[config.mk]
export PLATFORM = sky130hd
export DESIGN_NAME = neureka_ctrl_top
export DESIGN_NICKNAME = d
export VERILOG_FILES = /design/src/verilog/neureka_ctrl_pkg.sv /design/src/verilog/neureka_cfg_reg.sv /design/src/verilog/neureka_ctrl_fsm.sv /design/src/verilog/neureka_ctrl_top.sv /design/src/verilog/neureka_index_reg.sv /design/src/verilog/neureka_loop_nest.sv
export SDC_FILE = /design/constraint.sdc
export NUM_CORES = 1
export LEC_CHECK = 0
export BUFFER_PORTS_ARGS = -buffer_cell sky130_fd_sc_hd__buf_2
export CORE_MARGIN = 1
export CORE_UTILIZATION = 59
export DETAILED_ROUTE_END_ITERATION = 8
export GPL_TIMING_DRIVEN = 0
export MAX_ROUTING_LAYER = met4
export PLACE_DENSITY = 0.78
export SLEW_MARGIN = 0
export SYNTH_ARGS = -nofsm -noshare
export SYNTH_HDL_FRONTEND = slang
export SYNTH_SLANG_ARGS = --single-unit
[constraint.sdc]
create_clock -name clk_i -period 4 [get_ports clk_i]
set_input_delay 0 -clock clk_i [delete_from_list [all_inputs] [get_ports clk_i]]
set_output_delay 0 -clock clk_i [all_outputs]
set_load 0.03 [all_outputs]
[src/verilog/neureka_ctrl_pkg.sv]
//////////////////////////////
// Convolution tile sequencer definitions
// Counter widths, loop level positions, vector types
// and the controller state encoding
//////////////////////////////

`default_nettype none

package neureka_ctrl_pkg;

  localparam int unsigned NUM_LOOPS = 4;
  localparam int unsigned CNT_W     = 8;
  localparam int unsigned IDX_W     = NUM_LOOPS * CNT_W;

  //////////////////////////////
  // Loop levels, innermost first

  // Dense ordering
  localparam int unsigned LOOP_KI = 0;
  localparam int unsigned LOOP_WO = 1;
  localparam int unsigned LOOP_HO = 2;
  localparam int unsigned LOOP_KO = 3;

  // Depthwise ordering, the top level is a single pass
  localparam int unsigned DW_LOOP_WO  = 0;
  localparam int unsigned DW_LOOP_HO  = 1;
  localparam int unsigned DW_LOOP_KO  = 2;
  localparam int unsigned DW_LOOP_PAD = 3;

  //////////////////////////////
  // Types

  typedef logic [CNT_W-1:0]     cnt_t;
  typedef cnt_t [NUM_LOOPS-1:0] cnt_vec_t;   // One count per level
  typedef logic [NUM_LOOPS-1:0] loop_vec_t;  // One flag per level
  typedef logic [IDX_W-1:0]     tile_index_t; // {k_out, i, j, k_in}

  typedef enum logic {
    MODE_DENSE = 1'b0,
    MODE_DW    = 1'b1
  } filter_mode_t;

  typedef enum logic [3:0] {
    ST_IDLE           = 4'd0,
    ST_LOAD           = 4'd1,
    ST_STREAMIN       = 4'd2,
    ST_WEIGHTOFFS     = 4'd3,
    ST_MATRIXVEC      = 4'd4,
    ST_UPDATEIDX      = 4'd5,
    ST_NORMQUANT      = 4'd6,
    ST_STREAMOUT      = 4'd7,
    ST_STREAMOUT_DONE = 4'd8,
    ST_DONE           = 4'd9
  } ctrl_state_t;

endpackage

`default_nettype wire

[src/verilog/neureka_cfg_reg.sv]
//////////////////////////////
// Job configuration register
// Holds the settings of a run from start to completion
//////////////////////////////

`timescale 1ns/100ps
`default_nettype none

module neureka_cfg_reg (
  input  logic                           clk_i,
  input  logic                           rst_ni,
  input  logic                           clear_i,
  input  logic                           capture_i,
  input  logic                           release_i,
  input  neureka_ctrl_pkg::filter_mode_t mode_i,
  input  neureka_ctrl_pkg::cnt_t         nb_ki_i,
  input  neureka_ctrl_pkg::cnt_t         nb_wo_i,
  input  neureka_ctrl_pkg::cnt_t         nb_ho_i,
  input  neureka_ctrl_pkg::cnt_t         nb_ko_i,
  input  logic                           streamin_i,
  input  logic                           quant_i,
  output neureka_ctrl_pkg::filter_mode_t mode_o,
  output neureka_ctrl_pkg::cnt_t         nb_ki_o,
  output neureka_ctrl_pkg::cnt_t         nb_wo_o,
  output neureka_ctrl_pkg::cnt_t         nb_ho_o,
  output neureka_ctrl_pkg::cnt_t         nb_ko_o,
  output logic                           streamin_o,
  output logic                           quant_o,
  output logic                           busy_o
);

  logic busy_q;

  always_ff @(posedge clk_i or negedge rst_ni) begin
    if (!rst_ni) begin
      busy_q <= 1'b0;
    end else if (clear_i || release_i) begin
      busy_q <= 1'b0;
    end else if (capture_i) begin
      busy_q <= 1'b1;
    end
  end

  always_ff @(posedge clk_i) begin
    if (capture_i) begin
      mode_o     <= mode_i;
      nb_ki_o    <= nb_ki_i;
      nb_wo_o    <= nb_wo_i;
      nb_ho_o    <= nb_ho_i;
      nb_ko_o    <= nb_ko_i;
      streamin_o <= streamin_i;
      quant_o    <= quant_i;
    end
  end

  assign busy_o = busy_q;

endmodule

`default_nettype wire

[src/verilog/neureka_ctrl_fsm.sv]
//////////////////////////////
// Tile sequencing FSM
// Steps each tile from load to stream-out and drives
// the loop nest and the index sampling
//////////////////////////////

`timescale 1ns/100ps
`default_nettype none

module neureka_ctrl_fsm (
  input  logic                          clk_i,
  input  logic                          rst_ni,
  input  logic                          clear_i,
  input  logic                          start_i,
  input  logic                          busy_i,
  input  logic                          load_done_i,
  input  logic                          streamin_done_i,
  input  logic                          accum_done_i,
  input  logic                          normquant_done_i,
  input  logic                          streamout_done_i,
  input  logic                          fifo_empty_i,
  input  logic                          step_done_i,
  input  logic                          inner_only_i,
  input  logic                          last_i,
  input  logic                          streamin_en_i,
  input  logic                          quant_i,
  output neureka_ctrl_pkg::ctrl_state_t state_o,
  output logic                          state_change_o,
  output logic                          capture_o,
  output logic                          release_o,
  output logic                          loop_clear_o,
  output logic                          step_o,
  output logic                          sample_o
);

  neureka_ctrl_pkg::ctrl_state_t state_d, state_q;
  logic                          state_change_q;

  //////////////////////////////
  // Next state

  always_comb begin : next_state
    state_d = state_q;
    case (state_q)
      neureka_ctrl_pkg::ST_IDLE: begin
        if (start_i && !busy_i) state_d = neureka_ctrl_pkg::ST_LOAD;
      end
      neureka_ctrl_pkg::ST_LOAD: begin
        if (load_done_i) begin
          state_d = streamin_en_i ? neureka_ctrl_pkg::ST_STREAMIN
                                  : neureka_ctrl_pkg::ST_WEIGHTOFFS;
        end
      end
      neureka_ctrl_pkg::ST_STREAMIN: begin
        if (streamin_done_i) state_d = neureka_ctrl_pkg::ST_WEIGHTOFFS;
      end
      neureka_ctrl_pkg::ST_WEIGHTOFFS: begin
        if (accum_done_i) state_d = neureka_ctrl_pkg::ST_MATRIXVEC;
      end
      neureka_ctrl_pkg::ST_MATRIXVEC: begin
        if (accum_done_i) state_d = neureka_ctrl_pkg::ST_UPDATEIDX;
      end
      neureka_ctrl_pkg::ST_UPDATEIDX: begin
        if (step_done_i) begin
          if (inner_only_i && !last_i) begin
            state_d = neureka_ctrl_pkg::ST_LOAD;  // Same output tile, next input slice
          end else if (quant_i) begin
            state_d = neureka_ctrl_pkg::ST_NORMQUANT;
          end else begin
            state_d = neureka_ctrl_pkg::ST_STREAMOUT;
          end
        end
      end
      neureka_ctrl_pkg::ST_NORMQUANT: begin
        if (normquant_done_i) state_d = neureka_ctrl_pkg::ST_STREAMOUT;
      end
      neureka_ctrl_pkg::ST_STREAMOUT: begin
        if (streamout_done_i) begin
          state_d = last_i ? neureka_ctrl_pkg::ST_DONE
                           : neureka_ctrl_pkg::ST_STREAMOUT_DONE;
        end
      end
      neureka_ctrl_pkg::ST_STREAMOUT_DONE: begin
        if (fifo_empty_i) state_d = neureka_ctrl_pkg::ST_LOAD;  // Wait for the writes to drain
      end
      neureka_ctrl_pkg::ST_DONE: begin
        state_d = neureka_ctrl_pkg::ST_IDLE;
      end
      default: begin
        state_d = neureka_ctrl_pkg::ST_IDLE;
      end
    endcase
    if (clear_i) begin
      state_d = neureka_ctrl_pkg::ST_IDLE;
    end
  end

  always_ff @(posedge clk_i or negedge rst_ni) begin
    if (!rst_ni) begin
      state_q        <= neureka_ctrl_pkg::ST_IDLE;
      state_change_q <= 1'b0;
    end else begin
      state_q        <= state_d;
      state_change_q <= (state_d != state_q);
    end
  end

  //////////////////////////////
  // Outputs

  assign state_o        = state_q;
  assign state_change_o = state_change_q;

  assign capture_o    = (state_q == neureka_ctrl_pkg::ST_IDLE) &&
                        (state_d == neureka_ctrl_pkg::ST_LOAD);
  assign release_o    = (state_q == neureka_ctrl_pkg::ST_DONE);
  assign loop_clear_o = clear_i || (state_q == neureka_ctrl_pkg::ST_IDLE);  // Counters rest at 0
  assign step_o       = (state_q == neureka_ctrl_pkg::ST_UPDATEIDX) && state_change_q;
  assign sample_o     = (state_d == neureka_ctrl_pkg::ST_LOAD) &&
                        (state_q != neureka_ctrl_pkg::ST_LOAD);

endmodule

`default_nettype wire

[src/verilog/neureka_ctrl_top.sv]
//////////////////////////////
// Convolution sequencing controller
// Configuration, loop nest, tile index and FSM
//////////////////////////////

`timescale 1ns/100ps
`default_nettype none

module neureka_ctrl_top (
  input  logic                           clk_i,
  input  logic                           rst_ni,
  input  logic                           clear_i,
  input  logic                           start_i,
  input  neureka_ctrl_pkg::filter_mode_t mode_i,
  input  neureka_ctrl_pkg::cnt_t         nb_ki_i,
  input  neureka_ctrl_pkg::cnt_t         nb_wo_i,
  input  neureka_ctrl_pkg::cnt_t         nb_ho_i,
  input  neureka_ctrl_pkg::cnt_t         nb_ko_i,
  input  logic                           streamin_i,
  input  logic                           quant_i,
  input  logic                           load_done_i,
  input  logic                           streamin_done_i,
  input  logic                           accum_done_i,
  input  logic                           normquant_done_i,
  input  logic                           streamout_done_i,
  input  logic                           fifo_empty_i,
  output neureka_ctrl_pkg::ctrl_state_t  state_o,
  output logic                           state_change_o,
  output neureka_ctrl_pkg::tile_index_t  index_o
);

  neureka_ctrl_pkg::filter_mode_t mode;
  neureka_ctrl_pkg::cnt_t         nb_ki, nb_wo, nb_ho, nb_ko;
  neureka_ctrl_pkg::cnt_vec_t     cnt;
  neureka_ctrl_pkg::loop_vec_t    update;
  logic                           streamin_cfg, quant, busy;
  logic                           capture, release_cfg, loop_clear, step, sample;
  logic                           step_done, inner_only, last, streamin_en;

  neureka_cfg_reg i_cfg_reg (
    .clk_i      (clk_i),
    .rst_ni     (rst_ni),
    .clear_i    (clear_i),
    .capture_i  (capture),
    .release_i  (release_cfg),
    .mode_i     (mode_i),
    .nb_ki_i    (nb_ki_i),
    .nb_wo_i    (nb_wo_i),
    .nb_ho_i    (nb_ho_i),
    .nb_ko_i    (nb_ko_i),
    .streamin_i (streamin_i),
    .quant_i    (quant_i),
    .mode_o     (mode),
    .nb_ki_o    (nb_ki),
    .nb_wo_o    (nb_wo),
    .nb_ho_o    (nb_ho),
    .nb_ko_o    (nb_ko),
    .streamin_o (streamin_cfg),
    .quant_o    (quant),
    .busy_o     (busy)
  );

  neureka_loop_nest i_loop_nest (
    .clk_i        (clk_i),
    .rst_ni       (rst_ni),
    .clear_i      (loop_clear),
    .step_i       (step),
    .mode_i       (mode),
    .nb_ki_i      (nb_ki),
    .nb_wo_i      (nb_wo),
    .nb_ho_i      (nb_ho),
    .nb_ko_i      (nb_ko),
    .cnt_o        (cnt),
    .step_done_o  (step_done),
    .update_o     (update),
    .inner_only_o (inner_only),
    .last_o       (last)
  );

  neureka_index_reg i_index_reg (
    .clk_i          (clk_i),
    .rst_ni         (rst_ni),
    .clear_i        (clear_i),
    .sample_i       (sample),
    .mode_i         (mode),
    .cnt_i          (cnt),
    .update_i       (update),
    .streamin_cfg_i (streamin_cfg),
    .index_o        (index_o),
    .streamin_en_o  (streamin_en)
  );

  neureka_ctrl_fsm i_ctrl_fsm (
    .clk_i            (clk_i),
    .rst_ni           (rst_ni),
    .clear_i          (clear_i),
    .start_i          (start_i),
    .busy_i           (busy),
    .load_done_i      (load_done_i),
    .streamin_done_i  (streamin_done_i),
    .accum_done_i     (accum_done_i),
    .normquant_done_i (normquant_done_i),
    .streamout_done_i (streamout_done_i),
    .fifo_empty_i     (fifo_empty_i),
    .step_done_i      (step_done),
    .inner_only_i     (inner_only),
    .last_i           (last),
    .streamin_en_i    (streamin_en),
    .quant_i          (quant),
    .state_o          (state_o),
    .state_change_o   (state_change_o),
    .capture_o        (capture),
    .release_o        (release_cfg),
    .loop_clear_o     (loop_clear),
    .step_o           (step),
    .sample_o         (sample)
  );

endmodule

`default_nettype wire

[src/verilog/neureka_index_reg.sv]
//////////////////////////////
// Tile index register
// Remaps the loop counts to tile fields, samples them
// at load and decides whether stream-in is needed
//////////////////////////////

`timescale 1ns/100ps
`default_nettype none

module neureka_index_reg (
  input  logic                           clk_i,
  input  logic                           rst_ni,
  input  logic                           clear_i,
  input  logic                           sample_i,
  input  neureka_ctrl_pkg::filter_mode_t mode_i,
  input  neureka_ctrl_pkg::cnt_vec_t     cnt_i,
  input  neureka_ctrl_pkg::loop_vec_t    update_i,
  input  logic                           streamin_cfg_i,
  output neureka_ctrl_pkg::tile_index_t  index_o,
  output logic                           streamin_en_o
);

  neureka_ctrl_pkg::tile_index_t index_map, index_q;
  logic                          outer_upd;

  always_comb begin : remap
    if (mode_i == neureka_ctrl_pkg::MODE_DW) begin
      // Input and output channels advance together
      index_map = {cnt_i[neureka_ctrl_pkg::DW_LOOP_KO], cnt_i[neureka_ctrl_pkg::DW_LOOP_HO],
                   cnt_i[neureka_ctrl_pkg::DW_LOOP_WO], cnt_i[neureka_ctrl_pkg::DW_LOOP_KO]};
      outer_upd = update_i[neureka_ctrl_pkg::DW_LOOP_KO] |
                  update_i[neureka_ctrl_pkg::DW_LOOP_HO] |
                  update_i[neureka_ctrl_pkg::DW_LOOP_WO];
    end else begin
      index_map = {cnt_i[neureka_ctrl_pkg::LOOP_KO], cnt_i[neureka_ctrl_pkg::LOOP_HO],
                   cnt_i[neureka_ctrl_pkg::LOOP_WO], cnt_i[neureka_ctrl_pkg::LOOP_KI]};
      outer_upd = update_i[neureka_ctrl_pkg::LOOP_KO] |
                  update_i[neureka_ctrl_pkg::LOOP_HO] |
                  update_i[neureka_ctrl_pkg::LOOP_WO];
    end
  end

  always_ff @(posedge clk_i or negedge rst_ni) begin
    if (!rst_ni) begin
      index_q <= '0;
    end else if (clear_i) begin
      index_q <= '0;
    end else if (sample_i) begin
      index_q <= index_map;
    end
  end

  assign index_o = index_q;

  // A new output tile, or the very first one, needs its partial sums
  assign streamin_en_o = streamin_cfg_i & (outer_upd | (index_q == '0));

endmodule

`default_nettype wire

[src/verilog/neureka_loop_nest.sv]
//////////////////////////////
// Subtile loop nest
// Four odometer counters with dense or depthwise ranges
//////////////////////////////

`timescale 1ns/100ps
`default_nettype none

module neureka_loop_nest (
  input  logic                           clk_i,
  input  logic                           rst_ni,
  input  logic                           clear_i,
  input  logic                           step_i,
  input  neureka_ctrl_pkg::filter_mode_t mode_i,
  input  neureka_ctrl_pkg::cnt_t         nb_ki_i,
  input  neureka_ctrl_pkg::cnt_t         nb_wo_i,
  input  neureka_ctrl_pkg::cnt_t         nb_ho_i,
  input  neureka_ctrl_pkg::cnt_t         nb_ko_i,
  output neureka_ctrl_pkg::cnt_vec_t     cnt_o,
  output logic                           step_done_o,
  output neureka_ctrl_pkg::loop_vec_t    update_o,
  output logic                           inner_only_o,
  output logic                           last_o
);

  neureka_ctrl_pkg::cnt_vec_t  rng;
  neureka_ctrl_pkg::cnt_vec_t  cnt_d, cnt_q;
  neureka_ctrl_pkg::loop_vec_t upd_d, update_q;
  logic                        last_d, last_q;
  logic                        inner_only_d, inner_only_q;
  logic                        step_done_q;

  always_comb begin : range_sel
    if (mode_i == neureka_ctrl_pkg::MODE_DW) begin
      rng[neureka_ctrl_pkg::DW_LOOP_WO]  = nb_wo_i;
      rng[neureka_ctrl_pkg::DW_LOOP_HO]  = nb_ho_i;
      rng[neureka_ctrl_pkg::DW_LOOP_KO]  = nb_ko_i;
      rng[neureka_ctrl_pkg::DW_LOOP_PAD] = neureka_ctrl_pkg::cnt_t'(1);
    end else begin
      rng[neureka_ctrl_pkg::LOOP_KI] = nb_ki_i;
      rng[neureka_ctrl_pkg::LOOP_WO] = nb_wo_i;
      rng[neureka_ctrl_pkg::LOOP_HO] = nb_ho_i;
      rng[neureka_ctrl_pkg::LOOP_KO] = nb_ko_i;
    end
  end

  // Level 0 always moves, a wrapping level passes the carry outward
  always_comb begin : odometer
    logic                               carry;
    logic [neureka_ctrl_pkg::CNT_W:0]   nxt;
    carry = 1'b1;
    cnt_d = cnt_q;
    for (int l = 0; l < neureka_ctrl_pkg::NUM_LOOPS; l++) begin
      nxt = {1'b0, cnt_q[l]} + 1'b1;
      if (carry) begin
        if (nxt >= {1'b0, rng[l]}) begin
          cnt_d[l] = '0;
        end else begin
          cnt_d[l] = nxt[neureka_ctrl_pkg::CNT_W-1:0];
          carry    = 1'b0;
        end
      end
    end
    last_d = carry;  // Every level wrapped, nothing is left
    if (last_d) begin
      cnt_d = cnt_q;
    end
    for (int l = 0; l < neureka_ctrl_pkg::NUM_LOOPS; l++) begin
      upd_d[l] = (cnt_d[l] != cnt_q[l]);
    end
    inner_only_d = (upd_d == neureka_ctrl_pkg::loop_vec_t'(1)) &&
                   (mode_i == neureka_ctrl_pkg::MODE_DENSE);
  end

  always_ff @(posedge clk_i or negedge rst_ni) begin
    if (!rst_ni) begin
      cnt_q        <= '0;
      update_q     <= '0;
      last_q       <= 1'b0;
      inner_only_q <= 1'b0;
      step_done_q  <= 1'b0;
    end else if (clear_i) begin
      cnt_q        <= '0;
      update_q     <= '0;
      last_q       <= 1'b0;
      inner_only_q <= 1'b0;
      step_done_q  <= 1'b0;
    end else begin
      step_done_q <= step_i;
      if (step_i) begin
        cnt_q        <= cnt_d;
        update_q     <= upd_d;
        last_q       <= last_d;
        inner_only_q <= inner_only_d;
      end
    end
  end

  assign cnt_o        = cnt_q;
  assign step_done_o  = step_done_q;
  assign update_o     = update_q;     // Results stay valid until the next step
  assign inner_only_o = inner_only_q;
  assign last_o       = last_q;

endmodule

`default_nettype wire
[Word-level counts from Yosys, hierarchy flattened]
Index checks and enable logic that the tools add are counted.
Word-level totals
  memory bits (writable): 0
  latch bits: 0
  input bits: 45
  memory bits (read-only): 0
  bits in registers: 112
  output and inout bits: 37
  memories: 0
  logic and storage cells: 112
Operators by class
  shifts and indexed selects: 0
  mux-type cells: 46
  magnitude comparators: 4
  add/subtract/negate cells: 4
  equality and inequality tests: 17
  divide/modulo/power cells: 0
  $mul: 0
  reductions and logical operators: 15
  bitwise operators: 7
Operators with widths (number)
  32-bit two-way mux: 7
  8-bit two-way mux: 7
  4-bit two-way mux: 13
  8-bit by 1-bit adder with 9-bit output, second input constant: 4
  9-bit by 8-bit greater-or-equal comparator with 1-bit output: 4
  4-bit case mux with 9 select lines: 1
  32-bit zero test: 1
  8-bit != test: 4
  1-bit two-way mux: 18
  4-bit by 3-bit equality test with 1-bit output, second input constant: 4
  4-bit by 1-bit equality test with 1-bit output, second input constant: 3
  4-bit by 2-bit equality test with 1-bit output, second input constant: 2
  4-bit equality test, second input constant: 2
  1-bit logical AND: 6
  2-bit nonzero test: 3
  1-bit bitwise OR: 5
  4-bit zero test: 1
  4-bit by 1-bit != test with 1-bit output, second input constant: 1
  4-bit != test: 1
  1-bit zero test: 2
  1-bit logical OR: 2
  1-bit bitwise AND: 1
  1-bit NOT: 1

[Logic depth before layout (Yosys ltp)]
Gate-level depths: netlist of run 1.
  depth in word-level cells: 13
  gate-level depth with buffers: 14
  depth with buffers taken out: 12

[Hierarchy]
A second synthesis of run 1 with hierarchy kept.
Second synthesis, totals
  cells, all modules: 659
  area, all modules: 6865.3 um^2
By module, submodules not included
  neureka_loop_nest: cells each 394, sequential area each 975.9 um^2, instances 1, area an instance 3534.6 um^2
  neureka_index_reg: cells each 155, sequential area each 800.8 um^2, instances 1, area an instance 1652.8 um^2
  neureka_cfg_reg: cells each 38, sequential area each 1076.0 um^2, instances 1, area an instance 1089.8 um^2
  neureka_ctrl_fsm: cells each 72, sequential area each 125.1 um^2, instances 1, area an instance 588.1 um^2

[Worst setup path after synthesis of run 1]
OpenSTA, ideal clock, no wires.
  path type: flip-flop to flip-flop
  start: reg i_cfg_reg.mode_o
  end: reg i_loop_nest.cnt_q, in the netlist i_loop_nest.cnt_o[20]
  required time: 3.874 ns
  period minus slack after synthesis: 3.198 ns
  setup time: 0.126 ns
  arrival time: 3.072 ns
  cell stages (with the launch flop): 12
  path buffers: 3
  setup slack: 0.802 ns
  cells stage by stage: edfxtp_1 > buf_1 > buf_1 > mux2i_1 > ha_1 > a211oi_1 > nand2_1 > a221o_2 > o22ai_4 > buf_2 > nor3_1 > a221o_1
Between the ends
  longest elaborated chain between the ends: 9
  elaborated cells on any way between the ends: 17
  classes of those cells: order compare: 4; mux: 13
RTL lines
  start: declaration: line neureka_cfg_reg.sv:22  | output neureka_ctrl_pkg::filter_mode_t mode_o,
  start signal: assignment: line neureka_cfg_reg.sv:46  | mode_o <= mode_i;
  32-bit two-way mux (*): line neureka_loop_nest.sv:34  | if (mode_i == neureka_ctrl_pkg::MODE_DW) begin
  9-bit by 8-bit greater-or-equal comparator with 1-bit output: line neureka_loop_nest.sv:56  | if (nxt >= {1'b0, rng[l]}) begin
  1-bit two-way mux: line neureka_loop_nest.sv:56
  1-bit two-way mux (3 in series): line neureka_loop_nest.sv:55  | if (carry) begin
  32-bit two-way mux (*): line neureka_loop_nest.sv:65  | if (last_d) begin
  32-bit two-way mux (*): line neureka_loop_nest.sv:90  | if (step_i) begin
  32-bit two-way mux (*): line neureka_loop_nest.sv:82  | end else if (clear_i) begin
  end signal: assignment: line neureka_loop_nest.sv:91  | cnt_q <= cnt_d;
  end: declaration: line neureka_loop_nest.sv:27  | neureka_ctrl_pkg::cnt_vec_t cnt_d, cnt_q;
Mark *: on every way between the ends. The rest lies on a longest branch, timed or not. The select of a mux whose other input is x is not followed.
A chain may end at the register's enable or synchronous reset.

[Worst setup path after layout of run 1]
Same ends and word-level chain as after synthesis.

==> results of run 1 <==
layout by cell type (no fill, tap or decap), drive strengths merged, types with 11 or more instances in the layout:
master	count
nor4	22
clkbuf	35
inv	13
o2bb2ai	35
o21ai	27
dfrtp	77
ha	36
nand2	39
nand2b	14
a21oi	17
buf	106
nand3	18
nor2	29
xnor2	14
dlygate4sd3	37
mux2i	62
or3	11
nor3	12
edfxtp	35
cell families after synthesis:
| family | Yosys count |
|---|---|
| AO/OA/AOI/OAI | 146 |
| buffers and inverters | 59 |
| AND/OR/NAND/NOR | 194 |
| adder cells (fa/ha/maj) | 36 |
| flip-flops | 112 |
| XOR/XNOR | 21 |
| multiplexers | 67 |
synthesized netlist by cell type (5+ instances only):
cell,count
nand2b_1,14
nand2_1,39
or3_1,11
and3_1,6
o2bb2ai_1,35
dfrtp_1,77
o21ai_0,25
nor2b_1,8
buf_2,11
inv_1,11
clkbuf_1,18
ha_1,36
edfxtp_1,35
buf_1,5
nand4_1,9
xnor2_1,14
mux2i_1,62
or2_2,7
xor2_1,7
a21o_1,6
mux2_2,5
o211ai_1,7
a21oi_1,17
buf_4,5
nor2_1,27
nand3_1,16
nor3_1,11
buf_6,5
nor4_1,20
a31oi_1,6
area by class of cell:
type	count	area, µm²	area share [%]
clock inverters	2	35.0	0.432
plain buffers	46	248	3.05
inverters	13	48.8	0.601
clock buffers	14	275	3.39
well taps	140	175	2.16
multi-input cells	464	3560	43.9
flip-flops and latches	112	2980	36.7
repair buffers	118	793	9.77
worst max-delay path, stage by stage, from the launching register on:
cell and delay [ns]:
edfxtp_1 0.40, buf_1 0.54, buf_2 0.42, mux2i_1 0.37, ha_1 0.32, a211oi_1 0.21
nand2_1 0.10, a221o_2 0.45, o22ai_4 0.27, buf_2 0.29, nor3_1 0.08, a221o_1 0.26
layer usage:
layer / GRT usage, % / up-vias / part of all wire, %
li1: - / 2667 / -
met3: 6.34 / 39 / 5.7
met4: 9.81 / 0 / 1.9
met2: 55.0 / 230 / 50
met1: 40.0 / 2835 / 42
met5: - / - / 0
repair_timing:
action	CTS	global route
hold buffers	37	0
endpoints found under the hold margin	76	0
pin swaps	0	0
gates resized for setup	2	2
endpoints found under the setup margin	10	22
report_power, final:
group / internal [mW] / total [mW] / switching (mW) / leakage (nW)
logic: 0.363 / 0.990 / 0.627 / 2.08
clock network: 0.541 / 0.946 / 0.405 / 0.152
registers: 1.33 / 1.41 / 0.0824 / 1.39
total: 2.23 / 3.35 / 1.11 / 3.63
sequential cells by signal, summed over array words and instances (netlist names):
signal,count
i_cfg_reg.streamin_o,1
i_loop_nest.cnt_o,32
i_cfg_reg.nb_ki_o,8
i_loop_nest.inner_only_o,1
i_ctrl_fsm.state_change_o,1
i_cfg_reg.nb_wo_o,8
i_loop_nest.last_o,1
i_cfg_reg.quant_o,1
i_loop_nest.step_done_o,1
i_ctrl_fsm.state_o,4
i_cfg_reg.busy_o,1
i_cfg_reg.mode_o,1
i_cfg_reg.nb_ko_o,8
i_index_reg.index_o,32
i_loop_nest.update_o,4
i_cfg_reg.nb_ho_o,8
final timing paths:
path                                         start                       to  slack [ns]  cells past startpoint
max in group asynchronous                   rst_ni     i_loop_nest.cnt_o[6]        3.24                      3
min                               streamout_done_i    i_ctrl_fsm.state_o[3]        0.03                      3
min in group asynchronous                   rst_ni    i_ctrl_fsm.state_o[2]        0.16                      2
min reg2reg                i_index_reg.index_o[12]  i_index_reg.index_o[12]        0.52                      1
max reg2reg                       i_cfg_reg.mode_o    i_loop_nest.cnt_o[20]        0.18                     11
max                               i_cfg_reg.mode_o    i_loop_nest.cnt_o[20]        0.18                     11
per-stage QoR:
step | util, % | hold WS (ns) | total power, mW
5_1_grt | 73.3 | 0.0409 | 3.49
4_1_cts | 73.2 | 0.0106 | 3.34
6_report | 73.3 | 0.0259 | 3.35
3_5_place_dp | 67.0 | 0.00587 | 2.38
2_1_floorplan | - | -0.296 | 2.09
3_3_place_gp | 66.8 | 0.176 | 2.34
==> impl_metrics.yaml, run 1 <==
die:
  rows: 38
  die-width_um: 110
  start_util_pct: 61.6
  die-height_um: 110
  die_area_um2: 12000
  core_area_um2: 11100
  ios: 82
clock_network:
  clock_latency_ns: 0.36
  clk_pin_slew_ns: 0.07
  cts_root_buffer: "clkbuf_16"
  htree_levels: 3
  postCtsSetupRepairBufs: 0
  cts_tree: "built"
  cts_max_path_buffers: 2
  cts_sinks: 112
  cts_inserted_buffers: 9
place:
  hpwl_um: 13200
  io_buffer_count: 80
  gp_congestion: 0.925
  placed_cells: 856
  place_area_um2: 7430
  place_ws_ns: -0.130
final_layout:
  area_growth_pct: 18.9
  fill_cells: 790
  diodes: 0
  final_layout_size_suffix_gt1_share_pct: 20.7
  layoutNonFillerInstCount: 909
  final_area_um2: 8120
  final_nets: 845
global_routing:
  grt_overflow: 0
  grt_max_degree: 42
  grt_pass1_wl_um: 28200
  grt_antenna_before_repair: 0
  grt_pass1_vias: 5600
  track_usage_pct: 32.7
setup_path:
  cp-start-kind: "flip-flop"
  crit_type: "flip-flop to flip-flop"
  worstPathArrival_ns: 4.06
  end_kind: "flip-flop"
  path_max_fanout: 10
  critPathRequiredTime_ns: 4.24
logic_synthesis:
  yosys_warnings: 0
  synth_top_area_cell: "dfrtp_1"
  syn-mean-instance-area_um2: 10.8
  syn_nets: 716
  ys_ff_latch: 112
  ys_async_sr_fraction_pct: 68.8
  synth_edf_count: 35
  yosys.area_share.adder_pct: 6.60
  syn_inst: 635
  synth_area_leaders: "dfrtp_1 (28%), edfxtp_1 (15%), mux2i_1 (9.1%), ha_1 (6.6%), o2bb2ai_1 (4.5%)"
  synth_top_area_share_pct: 28.2
  synth_compound_area_share_pct: 16.7
  synthMuxAreaShare_pct: 9.91
  synthFlopType: "dfrtp_1"
  synth_cell_types: 83
  synth_xor_area_share_pct: 2.69
  netlist_area_um2: 6830
  synth_top_family_by_area: "compound AO/OA/AOI/OAI gates"
  synthSimpleGateAreaFrac_pct: 16.2
  synth_seq_area_share_pct: 43.6
routing:
  drtIter0Drc: 449
  drc: 0
  ant_nets: 0
  firstDrtPassIters: 5
  drt-total-wl_um: 18100
  via_per_inst: 6.35
  dr_total_vias: 5771
  wl_per_cell_um: 19.9
sta:
  clock.fmax_mhz: 262
  finalHoldViolCount: 0
  setup_viol: 0
  tns_ns: 0
  rsz0062_at_grt: "false"
  min_period_ns: 3.82
  clock_skew_ns: 0.00785
  period_share_pct: 95.5
  slew_violations: 0
  worstMarginPinSlew_ns: 0.839
  relSlewSlack_pct: 44.1
  fin_ws_ns: 0.181
power_and_ir_drop:
  peakVddDrop_v: 0.000356
  p_leak_nw: 3.63
  p_per_area_nw_per_um2: 412
worst_hold_path:
  hp-class: "input pin to flip-flop"
job:
  max_cap_viol_count: 0
outcome:
  outcome: "complete, no violations"
Note: power is estimated with default switching activity, not from simulation.
==> run 2, diff against run 1 <==
CORE_ASPECT_RATIO = 0.6   (was not set)
SYNTH_HIERARCHICAL = 1   (was not set)
==> run 2 against run 1 <==
Global-route usage rose by 2.5 points. Non-clock buffer count fell by 8. Design area rose by 1.7%. Critical path type unchanged. Highest routed layer unchanged.
==> impl_metrics.yaml, run 2 <==
sta:
  setup_viol: 0
  min_period_ns: 3.88
  clock.fmax_mhz: 258
  period_share_pct: 97.1
  relSlewSlack_pct: 52.0
  worstMarginPinSlew_ns: 0.720
  slew_violations: 0
  finalHoldViolCount: 0
  clock_skew_ns: 0.0109
  fin_ws_ns: 0.117
final_layout:
  final_layout_size_suffix_gt1_share_pct: 21.3
  layout_common_cells: "buf_2 (84), dfrtp_1 (75), nor2_1 (63), mux2i_1 (53), dlygate4sd3_1 (37)"
  fill_cells: 800
  area_growth_pct: 20.3
  final_nets: 873
  postLayoutCoreUtil_pct: 73.1
  diodes: 0
  final_common_cell: "buf_2"
  final_area_um2: 8260
worst_hold_path:
  hp-class: "input pin to flip-flop"
  min_path_cells: 5
clock_network:
  clock_latency_ns: 0.35
  cts_inserted_buffers: 9
  cts_sinks: 112
  cts_root_buffer: "clkbuf_16"
  htree_levels: 3
  clk_pin_slew_ns: 0.08
  cts_max_path_buffers: 2
  cts_tree: "built"
logic_synthesis:
  syn-mean-instance-area_um2: 10.4
  ys_ff_latch: 112
  netlist_area_um2: 6870
  synth_seq_area_share_pct: 43.4
  yosys_warnings: 6
  synth.most_common_cell: "dfrtp_1"
  synthFlopType: "dfrtp_1"
  synth_edf_count: 35
  synth_area_leaders: "dfrtp_1 (28%), edfxtp_1 (15%), mux2i_1 (7.7%), ha_1 (6.6%), a211oi_1 (3.8%)"
  synth_cell_types: 77
  syn_nets: 740
  synth_common_cells: "dfrtp_1 (77), nor2_1 (63), mux2i_1 (53)"
  synth_top_area_share_pct: 28.1
  ys_async_sr_fraction_pct: 68.8
  synth_top_area_cell: "dfrtp_1"
  syn_inst: 659
die:
  die_area_um2: 12100
  die-height_um: 85.6
  rows: 30
  die-width_um: 141
  core_area_um2: 11300
  start_util_pct: 60.8
  ios: 82
place:
  gp_congestion: 0.910
  place_ws_ns: -0.115
  io_buffer_count: 81
  place_area_um2: 7550
  hpwl_um: 14500
outcome:
  outcome: "complete, no violations"
power_and_ir_drop:
  p_int_mw: 2.11
  combPwrFrac_pct: 28.8
  p_per_area_nw_per_um2: 396
  p_clk_share_pct: 27.4
  p_leak_nw: 3.74
  seqPwrFrac_pct: 43.8
  switching_share_pct: 35.3
  p_switching_mw: 1.15
  peakVddDrop_v: 0.000224
global_routing:
  grt_pass1_wl_um: 31200
  grt_overflow: 0
  grt_antenna_before_repair: 0
  grt_max_degree: 49
  track_usage_pct: 35.2
  grt_pass1_vias: 5700
setup_path:
  slowest_delay_ns: 0.56
  worst-path-buf-inv: 1
  worstPathArrival_ns: 4.13
  cp.depth: 13
  r2r_cells: 13
  cp-start-kind: "flip-flop"
  path_max_fanout: 8
  end_kind: "flip-flop"
  path_delay_family: "simple AND/OR/NAND/NOR gates"
  crit_type: "flip-flop to flip-flop"
  critPathRequiredTime_ns: 4.24
  crit_path_cell_trace: "and3_1 > nand3_1 > or2_2 > and2_1 > or2_2 > ha_1 > and3_1 > a221oi_1 > o21ai_1 > o21ai_2 > nor4_4 > buf_4 > mux2_4"
  slowest_stage: "dfrtp_1"
routing:
  firstDrtPassIters: 5
  drc: 0
  wl_per_cell_um: 20.5
  dr_total_vias: 5964
  drt-total-wl_um: 19600
  via_per_inst: 6.23
  ant_nets: 0
  drtIter0Drc: 780
job:
  max_cap_viol_count: 0
[run 2: changes by cell type after synthesis, sizes merged, moves of 8 or more]
cell	change
nand2b	+14
mux2i	-9
nand2	-12
buf	-10
o2bb2ai	-34
nor2	+35
nand3	+8
a211oi	+29
[run 2: power groups by stage]
stage               Clock (mW)  Combinational, mW  Sequential [mW]
CTS                      0.908              0.922             1.43
global placement             0              0.839             1.45
detailed placement           0              0.888             1.45
finish                   0.896              0.940             1.43
global route             0.959               1.01             1.44
floorplan                    0              0.456             1.57
[run 2: cells by family (layout without fill, tap and decap cells)]
group	count (synthesis)	in the layout	synth area share, %
buffers and inverters	51	189	3.68
adder cells (fa/ha/maj)	36	36	6.56
AO/OA/AOI/OAI	131	131	14.6
flip-flops	112	112	43.4
multiplexers	63	63	9.48
AND/OR/NAND/NOR	252	252	20.5
XOR/XNOR	14	14	1.79
[run 2: cell type report]
class	count	area, µm²	area share (%)
clock buffers	10	239	2.89
flip-flops and latches	112	2980	36.1
clock inverters	6	50.0	0.606
repair buffers	122	843	10.2
inverters	17	63.8	0.773
plain buffers	34	193	2.33
multi-input cells	496	3690	44.7
well taps	160	200	2.42
[run 2: what timing repair did]
action                                 in CTS  in global routing
setup buffers                               0                  1
gates resized for setup                     2                 13
hold buffers                               37                  0
setup endpoints to repair                  11                 31
endpoints found under the hold margin     115                  0
pin swaps                                   0                  1
[run 2: metrics by stage]
stage	power (mW)	hold slack [ns]	TNS, ns	cells
5_1_grt	3.41	0.116	-0.00205	957
3_5_place_dp	2.34	-0.0406	-0.670	903
4_1_cts	3.26	0.0575	0	956
2_1_floorplan	2.02	-0.296	0	659
3_3_place_gp	2.29	0.177	-39.96	900
6_report	3.27	0.0717	0	957
[run 2: worst paths after layout]
path                                          from                   endpoint  slack, ns
max reg2reg                  i_loop_nest/cnt_o[18]      i_loop_nest/cnt_o[24]       0.12
min reg2reg                i_loop_nest/update_o[3]    i_loop_nest/update_o[3]       0.50
max in group asynchronous                   rst_ni      i_loop_nest/cnt_o[16]       3.29
min                               streamout_done_i  i_ctrl_fsm/state_change_o       0.07
max                          i_loop_nest/cnt_o[18]      i_loop_nest/cnt_o[24]       0.12
min in group asynchronous                   rst_ni       i_loop_nest/cnt_o[6]       0.11
[run 2: layer usage]
metal	part of all wire [%]	GRT usage (%)	vias to the layer above
met3	8.4	8.82	19
met1	47	51.7	2923
met5	0	-	-
met4	0.80	7.51	0
li1	-	-	2742
met2	43	48.6	280
[run 2: worst reg2reg max path: cells and delay by family (launching register included)]
family | cells | cell delay (ns)
simple gates | 7 | 1.49
fa+ha+maj | 1 | 0.30
flops | 1 | 0.56
buf+inv | 1 | 0.18
mux | 1 | 0.27
compound gates | 3 | 0.97
